--- config.mk ---
export PLATFORM = sky130hd
export DESIGN_NAME = user_io_top
export DESIGN_NICKNAME = d
export VERILOG_FILES = /design/src/user_io_pkg.sv /design/src/byte_fifo.sv /design/src/spi_byte_rx.sv /design/src/cmd_decoder.sv /design/src/spi_reply_tx.sv /design/src/user_io_top.sv
export VERILOG_INCLUDE_DIRS = /design/src /design/src/src
export SDC_FILE = /design/constraint.sdc
export NUM_CORES = 1
export LEC_CHECK = 0
export BUFFER_PORTS_ARGS = -buffer_cell sky130_fd_sc_hd__clkbuf_2
export CAP_MARGIN = 0
export CORE_MARGIN = 3
export CORE_UTILIZATION = 53
export CTS_CLUSTER_DIAMETER = 60
export DETAILED_ROUTE_END_ITERATION = 8
export PLACE_DENSITY = 0.86
export SLEW_MARGIN = 30
export SYNTH_ARGS = -nofsm -noshare
export SYNTH_HDL_FRONTEND = slang
export SYNTH_SLANG_ARGS = --single-unit
export TNS_END_PERCENT = 10
--- constraint.sdc ---
create_clock -name SPI_CLK -period 2.5 [get_ports SPI_CLK]
set_input_delay 0.5 -clock SPI_CLK [delete_from_list [all_inputs] [get_ports SPI_CLK]]
set_output_delay 0.5 -clock SPI_CLK [all_outputs]
set_load 0.01 [all_outputs]
--- src/user_io_params.svh ---
`ifndef USER_IO_PARAMS_SVH
`define USER_IO_PARAMS_SVH

// core type reported in byte 0 of every reply
`define USER_IO_CORE_TYPE      8'ha6

// queue depths
`define USER_IO_KBD_DEPTH      4
`define USER_IO_SD_DEPTH       8

// upper nibbles of the status replies
`define USER_IO_KBD_STATUS_TAG 4'ha
`define USER_IO_SD_STATUS_TAG  4'h6

`endif

--- src/user_io_pkg.sv ---
`default_nettype none

package user_io_pkg;

    // one byte as it travels over the SPI link
    typedef logic [7:0] spi_byte_t;

    // commands sent by the I/O controller in byte 0 of a frame
    typedef enum logic [7:0] {
        CMD_BUTTONS   = 8'h01,
        CMD_KBD_READ  = 8'h04,
        CMD_KBD_WRITE = 8'h05,
        CMD_SD_STATUS = 8'h16,
        CMD_SD_SECTOR = 8'h17,
        CMD_SD_CONF   = 8'h19,
        CMD_JOY0      = 8'h60,
        CMD_JOY1      = 8'h61
    } user_cmd_t;

    // position within a frame, sticks at 15 for long transfers
    typedef logic [3:0] byte_idx_t;

    // keyboard code handed to the core
    typedef logic [7:0] kbd_code_t;

    // sd queue entry, conf marks bytes that came from a config frame
    typedef struct packed {
        logic [7:0] data;
        logic       conf;
    } sd_item_t;

endpackage

`default_nettype wire

--- src/byte_fifo.sv ---
`default_nettype none

module byte_fifo #(
    parameter type item_t = logic [7:0],
    parameter int  DEPTH  = 4
) (
    input  logic  SPI_CLK,
    input  logic  SPI_SS_IO,
    input  logic  push,
    input  item_t push_item,
    output logic  valid,
    output item_t item,
    input  logic  ready,
    output logic  overflow
);
    localparam int PTR_W = (DEPTH > 1) ? $clog2(DEPTH) : 1;
    localparam int CNT_W = $clog2(DEPTH + 1);

    item_t            mem [DEPTH];
    logic [PTR_W-1:0] wr_ptr;
    logic [PTR_W-1:0] rd_ptr;
    logic [CNT_W-1:0] count;
    logic             full;
    logic             pop;
    logic             accept;

    function automatic logic [PTR_W-1:0] ptr_next(input logic [PTR_W-1:0] p);
        return (p == PTR_W'(DEPTH - 1)) ? '0 : p + 1'b1;
    endfunction

    assign full   = (count == CNT_W'(DEPTH));
    assign pop    = valid && ready;
    // a full queue still takes a push when the head leaves in the same cycle
    assign accept = push && (!full || pop);

    assign valid = (count != '0);
    assign item  = mem[rd_ptr];

    always_ff @(posedge SPI_CLK or posedge SPI_SS_IO) begin
        if (SPI_SS_IO) begin
            wr_ptr   <= '0;
            rd_ptr   <= '0;
            count    <= '0;
            overflow <= 1'b0;
        end else begin
            if (accept) begin
                wr_ptr <= ptr_next(wr_ptr);
            end
            if (pop) begin
                rd_ptr <= ptr_next(rd_ptr);
            end
            case ({accept, pop})
                2'b10:   count <= count + 1'b1;
                2'b01:   count <= count - 1'b1;
                default: count <= count;
            endcase
            // spi cannot wait, the byte is lost and the flag stays up
            if (push && !accept) begin
                overflow <= 1'b1;
            end
        end
    end

    always_ff @(posedge SPI_CLK) begin
        if (accept) begin
            mem[wr_ptr] <= push_item;
        end
    end

    a_count_bound: assert property (
        @(posedge SPI_CLK) disable iff (SPI_SS_IO)
        count <= CNT_W'(DEPTH)
    );

endmodule

`default_nettype wire

--- src/spi_byte_rx.sv ---
`default_nettype none

module spi_byte_rx (
    input  logic                  SPI_CLK,
    input  logic                  SPI_SS_IO,
    input  logic                  spi_sel,
    input  logic                  mosi,
    output logic                  byte_strobe,
    output user_io_pkg::spi_byte_t rx_byte,
    output user_io_pkg::byte_idx_t byte_idx,
    output logic [2:0]            bit_idx
);
    import user_io_pkg::*;

    // first seven bits of the byte in flight, msb first
    logic [6:0] sbuf;

    // bit_idx is the next bit to sample, byte_idx the byte it belongs to
    always_ff @(posedge SPI_CLK or posedge SPI_SS_IO) begin
        if (SPI_SS_IO) begin
            bit_idx     <= '0;
            byte_idx    <= '0;
            byte_strobe <= 1'b0;
        end else if (!spi_sel) begin
            // frame gap, start over at byte 0 bit 0
            bit_idx     <= '0;
            byte_idx    <= '0;
            byte_strobe <= 1'b0;
        end else begin
            bit_idx     <= bit_idx + 3'd1;
            byte_strobe <= (bit_idx == 3'd7);
            if (bit_idx == 3'd7 && byte_idx != 4'd15) begin
                byte_idx <= byte_idx + 4'd1;
            end
        end
    end

    always_ff @(posedge SPI_CLK) begin
        if (spi_sel) begin
            if (bit_idx == 3'd7) begin
                rx_byte <= {sbuf, mosi};
            end else begin
                sbuf <= {sbuf[5:0], mosi};
            end
        end
    end

    // one strobe per eight bits, so two in a row means the counter slipped
    a_strobe_single: assert property (
        @(posedge SPI_CLK) disable iff (SPI_SS_IO)
        byte_strobe |=> !byte_strobe
    );

endmodule

`default_nettype wire

--- src/cmd_decoder.sv ---
`default_nettype none

module cmd_decoder (
    input  logic                   SPI_CLK,
    input  logic                   SPI_SS_IO,
    input  logic                   byte_strobe,
    input  user_io_pkg::spi_byte_t rx_byte,
    input  user_io_pkg::byte_idx_t byte_idx,
    output user_io_pkg::user_cmd_t cur_cmd,
    output logic [1:0]             buttons,
    output logic [1:0]             switches,
    output logic                   scandoubler_disable,
    output logic                   ypbpr,
    output logic [7:0]             joy0,
    output logic [7:0]             joy1,
    output logic                   kbd_push,
    output user_io_pkg::kbd_code_t kbd_push_item,
    output logic                   sd_push,
    output user_io_pkg::sd_item_t  sd_push_item,
    input  logic                   kbd_out_strobe,
    output logic                   kbd_avail
);
    import user_io_pkg::*;

    user_cmd_t cmd_q;
    logic      cmd_byte;
    logic      first_arg;

    // byte_idx has already moved past the byte being strobed
    assign cmd_byte  = byte_strobe && (byte_idx == 4'd1);
    assign first_arg = byte_strobe && (byte_idx == 4'd2);

    // forward the new command so the reply for byte 1 starts on time
    assign cur_cmd = cmd_byte ? user_cmd_t'(rx_byte) : cmd_q;

    always_ff @(posedge SPI_CLK or posedge SPI_SS_IO) begin
        if (SPI_SS_IO) begin
            cmd_q               <= user_cmd_t'(8'h00);
            buttons             <= '0;
            switches            <= '0;
            scandoubler_disable <= 1'b0;
            ypbpr               <= 1'b0;
            joy0                <= '0;
            joy1                <= '0;
            kbd_push            <= 1'b0;
            sd_push             <= 1'b0;
            kbd_avail           <= 1'b0;
        end else begin
            kbd_push <= 1'b0;
            sd_push  <= 1'b0;
            if (cmd_byte) begin
                cmd_q <= user_cmd_t'(rx_byte);
            end else if (byte_strobe) begin
                case (cmd_q)
                    CMD_BUTTONS: if (first_arg) begin
                        buttons             <= rx_byte[1:0];
                        switches            <= rx_byte[3:2];
                        scandoubler_disable <= rx_byte[4];
                        ypbpr               <= rx_byte[5];
                    end
                    CMD_JOY0:      if (first_arg) joy0 <= rx_byte;
                    CMD_JOY1:      if (first_arg) joy1 <= rx_byte;
                    CMD_KBD_WRITE: kbd_push <= first_arg;
                    CMD_KBD_READ:  if (first_arg) kbd_avail <= 1'b0;
                    // sector and config data stream for the whole frame
                    CMD_SD_SECTOR: sd_push <= 1'b1;
                    CMD_SD_CONF:   sd_push <= 1'b1;
                    default: ;
                endcase
            end
            // a new key from the core wins over the read clearing it
            if (kbd_out_strobe) begin
                kbd_avail <= 1'b1;
            end
        end
    end

    always_ff @(posedge SPI_CLK) begin
        if (byte_strobe) begin
            kbd_push_item     <= rx_byte;
            sd_push_item.data <= rx_byte;
            sd_push_item.conf <= (cmd_q == CMD_SD_CONF);
        end
    end

endmodule

`default_nettype wire

--- src/spi_reply_tx.sv ---
`default_nettype none

`include "user_io_params.svh"

module spi_reply_tx (
    input  logic                   SPI_CLK,
    input  logic                   SPI_SS_IO,
    input  logic                   spi_sel,
    input  user_io_pkg::byte_idx_t byte_idx,
    input  logic [2:0]             bit_idx,
    input  user_io_pkg::user_cmd_t cur_cmd,
    input  logic                   kbd_avail,
    input  logic [7:0]             kbd_out_data,
    input  logic                   sd_conf,
    input  logic                   sd_sdhc,
    input  logic                   sd_rd,
    input  logic                   sd_wr,
    output logic                   miso
);
    import user_io_pkg::*;

    spi_byte_t reply_next;
    spi_byte_t tx_byte;
    logic      miso_q;

    // reply for the byte that is about to be shifted
    always_comb begin
        reply_next = '0;
        if (byte_idx == 4'd0) begin
            reply_next = `USER_IO_CORE_TYPE;
        end else begin
            case (cur_cmd)
                CMD_KBD_READ: begin
                    if (byte_idx == 4'd1) begin
                        reply_next = {`USER_IO_KBD_STATUS_TAG, 3'b000, kbd_avail};
                    end else begin
                        reply_next = kbd_out_data;
                    end
                end
                CMD_SD_STATUS: begin
                    if (byte_idx == 4'd1) begin
                        reply_next = {`USER_IO_SD_STATUS_TAG, sd_conf, sd_sdhc, sd_wr, sd_rd};
                    end
                end
                default: ;
            endcase
        end
    end

    // whole byte is frozen at its first bit so the fields cannot tear
    always_ff @(negedge SPI_CLK) begin
        if (bit_idx == 3'd0) begin
            tx_byte <= reply_next;
        end
    end

    always_ff @(negedge SPI_CLK or posedge SPI_SS_IO) begin
        if (SPI_SS_IO) begin
            miso_q <= 1'b0;
        end else if (bit_idx == 3'd0) begin
            miso_q <= reply_next[7];
        end else begin
            miso_q <= tx_byte[~bit_idx];
        end
    end

    assign miso = spi_sel & miso_q;

endmodule

`default_nettype wire

--- src/user_io_top.sv ---
`default_nettype none

`include "user_io_params.svh"

module user_io_top (
    input  logic                   SPI_CLK,
    input  logic                   SPI_SS_IO,
    input  logic                   spi_sel,
    input  logic                   spi_mosi,
    output logic                   spi_miso,
    output logic [1:0]             buttons,
    output logic [1:0]             switches,
    output logic                   scandoubler_disable,
    output logic                   ypbpr,
    output logic [7:0]             joy0,
    output logic [7:0]             joy1,
    input  logic [7:0]             kbd_out_data,
    input  logic                   kbd_out_strobe,
    output logic                   kbd_in_valid,
    output user_io_pkg::kbd_code_t kbd_in_data,
    input  logic                   kbd_in_ready,
    output logic                   kbd_overflow,
    output logic                   sd_dout_valid,
    output user_io_pkg::sd_item_t  sd_dout,
    input  logic                   sd_dout_ready,
    output logic                   sd_overflow,
    input  logic                   sd_conf,
    input  logic                   sd_sdhc,
    input  logic                   sd_rd,
    input  logic                   sd_wr
);
    import user_io_pkg::*;

    logic       byte_strobe;
    spi_byte_t  rx_byte;
    byte_idx_t  byte_idx;
    logic [2:0] bit_idx;
    user_cmd_t  cur_cmd;
    logic       kbd_avail;
    logic       kbd_push;
    kbd_code_t  kbd_push_item;
    logic       sd_push;
    sd_item_t   sd_push_item;

    spi_byte_rx u_rx (
        .SPI_CLK     (SPI_CLK),
        .SPI_SS_IO   (SPI_SS_IO),
        .spi_sel     (spi_sel),
        .mosi        (spi_mosi),
        .byte_strobe (byte_strobe),
        .rx_byte     (rx_byte),
        .byte_idx    (byte_idx),
        .bit_idx     (bit_idx)
    );

    cmd_decoder u_dec (
        .SPI_CLK             (SPI_CLK),
        .SPI_SS_IO           (SPI_SS_IO),
        .byte_strobe         (byte_strobe),
        .rx_byte             (rx_byte),
        .byte_idx            (byte_idx),
        .cur_cmd             (cur_cmd),
        .buttons             (buttons),
        .switches            (switches),
        .scandoubler_disable (scandoubler_disable),
        .ypbpr               (ypbpr),
        .joy0                (joy0),
        .joy1                (joy1),
        .kbd_push            (kbd_push),
        .kbd_push_item       (kbd_push_item),
        .sd_push             (sd_push),
        .sd_push_item        (sd_push_item),
        .kbd_out_strobe      (kbd_out_strobe),
        .kbd_avail           (kbd_avail)
    );

    // keyboard codes for the core
    byte_fifo #(.item_t(kbd_code_t), .DEPTH(`USER_IO_KBD_DEPTH)) kbd_fifo (
        .SPI_CLK   (SPI_CLK),
        .SPI_SS_IO (SPI_SS_IO),
        .push      (kbd_push),
        .push_item (kbd_push_item),
        .valid     (kbd_in_valid),
        .item      (kbd_in_data),
        .ready     (kbd_in_ready),
        .overflow  (kbd_overflow)
    );

    // sector and config bytes for the sd emulation
    byte_fifo #(.item_t(sd_item_t), .DEPTH(`USER_IO_SD_DEPTH)) sd_fifo (
        .SPI_CLK   (SPI_CLK),
        .SPI_SS_IO (SPI_SS_IO),
        .push      (sd_push),
        .push_item (sd_push_item),
        .valid     (sd_dout_valid),
        .item      (sd_dout),
        .ready     (sd_dout_ready),
        .overflow  (sd_overflow)
    );

    spi_reply_tx u_tx (
        .SPI_CLK      (SPI_CLK),
        .SPI_SS_IO    (SPI_SS_IO),
        .spi_sel      (spi_sel),
        .byte_idx     (byte_idx),
        .bit_idx      (bit_idx),
        .cur_cmd      (cur_cmd),
        .kbd_avail    (kbd_avail),
        .kbd_out_data (kbd_out_data),
        .sd_conf      (sd_conf),
        .sd_sdhc      (sd_sdhc),
        .sd_rd        (sd_rd),
        .sd_wr        (sd_wr),
        .miso         (spi_miso)
    );

endmodule

`default_nettype wire

# Word level (Yosys, flattened, before mapping)
# Memory sizes are Yosys's and may differ from the RTL's.
# Index checks and enable logic that the tools add are counted.
[op_classes]
n_mux = 33
n_reduce_logical = 31
n_addsub = 10
bitwise = 4
order_cmp = 1
eq_ne = 25
[op_table]
columns = ["cell", "n"]
rows = [
  ["8-bit by 3-bit == test with 1-bit output, second input constant", 3],
  ["8-bit by 5-bit == test with 1-bit output, second input constant", 3],
  ["8-bit two-way mux", 3],
  ["1-bit two-way mux", 18],
  ["8-bit by 7-bit == test with 1-bit output, second input constant", 2],
  ["8-bit one-hot mux with 2 select lines", 1],
  ["4-bit AND reduction", 4],
  ["3-bit by 1-bit adder with 3-bit output, second input constant", 4],
  ["3-bit == test, second input constant", 4],
  ["2-bit nonzero test", 5],
  ["1-bit logical AND", 9],
  ["3-bit two-way mux", 3],
  ["4-bit by 1-bit adder with 4-bit output, second input constant", 2],
  ["2-bit == test, second input constant", 4],
  ["8-bit by 1-bit == test with 1-bit output, second input constant", 1],
  ["4-bit two-way mux", 2],
  ["4-bit one-hot mux with 2 select lines", 1],
  ["7-bit two-way mux", 1],
  ["3-bit one-hot mux with 2 select lines", 1],
  ["2-bit by 1-bit adder with 2-bit output, second input constant", 2],
  ["2-bit by 1-bit == test with 1-bit output, second input constant", 2],
  ["4-bit by 1-bit == test with 1-bit output, second input constant", 1],
  ["4-bit by 2-bit == test with 1-bit output, second input constant", 1],
  ["4-bit == test, second input constant", 1],
  ["other kinds (19)", 26],
]
[totals]
in_bits = 19
wordCells = 134
n_memories = 2
mem_bits_rw = 104
register_bits = 93
out_inout_bits = 44
[memory_table]
columns = ["memory", "depth", "word_bits", "rd", "rd_ports_with_merged_regs", "wr", "line", "source"]
rows = [
  ["sd_fifo.mem", 8, 9, 1, 0, 1, "byte_fifo.sv:19", "item_t mem [DEPTH];"],
  ["kbd_fifo.mem", 4, 8, 1, 0, 1, "byte_fifo.sv:19", ""],
]

# Longest topological paths before layout
[depth]
word_depth = 7
depth_mapped = 9
mapped_depth_nobuf = 9

# Cells and area by module
# From an unflattened synthesis, not the netlist that was laid out.
[hier_totals]
cells_unflattened = 481
area_unflattened_um2 = 8279.2
[by_module_without_submodules]
columns = ["mod", "area_per_inst_um2", "seq_area_each_um2", "cells_per_inst", "n_inst"]
rows = [
  ["byte_fifo (sd_fifo)", 3465.8, 2437.3, 179, 1],
  ["byte_fifo (kbd_fifo)", 1741.7, 1161.1, 100, 1],
  ["cmd_decoder", 1725.4, 1096.1, 106, 1],
  ["spi_byte_rx", 812.0, 650.6, 48, 1],
  ["spi_reply_tx", 534.3, 235.2, 48, 1],
]

==> impl_metrics.ini <==
[outcome]
status = finished with violations
violations = setup timing

[placement]
post-place-ws_ns = -0.5426
io_buffers = 62
place_inst = 786
gp_congestion = 0.9048
hpwlAfterDp_um = 11330

[worst_setup_path]
start_kind = register
arrival_ns = 1.87
r2r_start = u_rx.byte_idx[0]
worstSetupPathType = register to register
r2r_cells = 5
required_ns = 1.45
critPathCapture = u_tx.tx_byte[2]
crit_start = u_rx.byte_idx[0]
cp_max_fo = 4
rrSetupSlack_ns = -0.42
worstReg2RegEnd = u_tx.tx_byte[2]
worstSetupEndpointType = register

[timing]
rsz0062_at_grt = yes
finClkSkew_ns = 0.07532
setup_viol = 26
drv_slew = 0
slew_headroom = 0.4803
hold_viol = 0
worst_slack_ns = -0.4180
tightest_slew_ns = 0.7795

[die]
die_area_mm2 = 0.01704
die_x_um = 130.6
std_cell_rows = 44
die_h_um = 130.6
start_util = 0.5531
core_area_mm2 = 0.01486
ios = 63

[detailed_routing]
ant_nets = 0
routed-via-count = 4741
drc = 0
firstDrtPassIters = 5
wl_um = 16780
wl_per_cell_um = 20.31
vias_per_cell = 5.740
drt_iter0_drc = 393

[yosys]
synth_nets = 538
syn_avg_cell_area_um2 = 16.51
async_reset_ff_frac = 0.3096
ys_ff_latch = 197
synth_cell_types = 59
ys_seq_area_frac = 0.6824
synth_area_mm2 = 0.008222
synth_cells = 498
yosysWarnings = 0
synth_edf_count = 136
synth_ff_type = edfxtp_1

[flow_run]
drv_cap = 0

[clock_network]
cts.sinks = 197
cts_buffer_depth = 2
numCtsBuffers = 17
cts_hold_buf = 0
clkSlewWorstSetupHoldPaths_ns = 0.07
cts_tree = built
clock_latency_ns = 0.48
cts-root-buf = clkbuf_16
htreeDepth = 4

[grt]
grt_max_degree = 61
grt_antenna_before_repair = 0
grt_pass1_wl_um = 25750
grt_pass1_vias = 4984
grt-ovfl-total = 0
track_usage = 0.2027

[power]
total_power_mw = 8.275
peakVddDrop_v = 0.0004712
p_per_area_mw_per_mm2 = 833.1
power.leakage_nw = 3.963

[worst_hold_path]
worst_hold_startpoint = spi_mosi
min_path_type = input port to register

[finish]
insertedDiodeCount = 0
postLayoutCoreUtil = 0.6683
instances_no_fill = 826
drive_gt1_frac = 0.3956
finalNetCount = 669
areaGrowthSynthToFinish_pct = 20.82
==> critical path, cell delays in order (launching register included) <==
cell     delay (ns)
dfrtp_1        0.42
ha_4           0.18
or3b_4         0.28
nor2_2         0.07
a21o_1         0.18
a221o_1        0.30
==> cells in the final DEF (no fill, tap or decap), drive strengths merged, types with 4 or more instances in the layout <==
cell type,count
mux4,28
clkbuf,78
nand2b,6
edfxtp,136
buf,59
nor4,6
dfrtp,60
clkinv,4
nor3,13
a21oi,9
or3,4
o21ai,8
nand3,10
inv,30
and2,11
ha,19
clkinvlp,4
xnor2,5
nor2,16
nor2b,7
a21o,7
nand2,42
mux2,35
==> cells by family after synthesis <==
group,synth area share
adder cells (fa/ha/maj),0.03379
buffers and inverters,0.01750
multiplexers,0.1283
AND/OR/NAND/NOR,0.09831
AO/OA/AOI/OAI,0.03226
XOR/XNOR,0.007457
flip-flops,0.6824
==> synthesized netlist by cell type, types with 3 or more instances <==
master	number	area share
a21o_1	7	0.0064
a21oi_1	9	0.0055
and2_1	11	0.0084
buf_2	7	0.0043
clkbuf_1	4	0.0018
dfrtp_1	60	0.18
edfxtp_1	136	0.50
ha_1	19	0.029
inv_1	17	0.0078
mux2_2	34	0.047
mux2i_1	3	0.0037
mux4_2	28	0.077
nand2_1	42	0.019
nand2b_1	6	0.0046
nand3_1	8	0.0049
nand4b_1	3	0.0032
nor2_1	14	0.0064
nor2b_1	7	0.0053
nor3_1	12	0.0073
nor4_1	3	0.0023
o21ai_0	7	0.0043
or2_2	3	0.0023
or3_1	4	0.0030
xnor2_1	5	0.0053
==> what timing repair did <==
item | in CTS | in global routing
setup buffers | 0 | 1
pin swaps | 7 | 6
setup endpoints to repair | 27 | 27
resized for setup | 14 | 20
==> cell type report <==
class | count | area [um2]
fill | 984 | 4931
tap | 184 | 230.2
timing repair buffer | 120 | 785.8
inverter | 16 | 63.81
clock inverter | 23 | 192.7
sequential | 197 | 5612
clock buffer | 17 | 425.4
multi-input combinational | 269 | 2624
==> report_power, final <==
| part | switching, mW | internal (mW) | total (mW) |
|---|---|---|---|
| clock network | 1.32 | 1.44 | 2.75 |
| logic | 0.754 | 0.959 | 1.71 |
| registers | 0.217 | 3.59 | 3.81 |
==> sequential cells by signal (all words and copies together) (netlist names), 3 cells and up <==
register             cells
sd_fifo.mem             72
kbd_fifo.mem            32
u_dec.cmd_q              8
u_dec.joy0               8
u_dec.joy1               8
u_dec.kbd_push_item      8
u_rx.rx_byte             8
u_tx.tx_byte             8
u_rx.sbuf                7
sd_fifo.count            4
u_rx.byte_idx            4
kbd_fifo.count           3
sd_fifo.rd_ptr           3
sd_fifo.wr_ptr           3
u_rx.bit_idx             3
==> through the flow <==
step	TNS, ns	instance area (um2)	hold WS (ns)
after floorplan	-5.764	8225	0.4003
after global placement	-4.484	9139	0.4030
after detailed placement	-5.185	9139	0.4185
after CTS	-5.414	9822	0.2522
after global routing	-6.271	9933	0.2578
final	-4.314	9933	0.2654
==> worst min-delay path by stage <==
stage	end	cells past startpoint
final	u_rx.sbuf[0]	1
after global routing	u_rx.sbuf[0]	1
after CTS	u_rx.rx_byte[0]	1
after detailed placement	u_rx.rx_byte[7]	0
after global placement	u_rx.rx_byte[7]	0
after floorplan	u_rx.rx_byte[7]	0
==> per-layer routing <==
metal | wire length, um | part of all wire | vias to the layer above | track usage
met3 | 922 | 0.055 | 40 | 0.05325
li1 | - | - | 2172 | -
met4 | 493 | 0.029 | 0 | 0.08832
met2 | 8678 | 0.52 | 148 | 0.3431
met1 | 6684 | 0.40 | 2381 | 0.2470
met5 | 0 | 0 | - | 0
No activity file was read; power rests on OpenSTA's default activity.
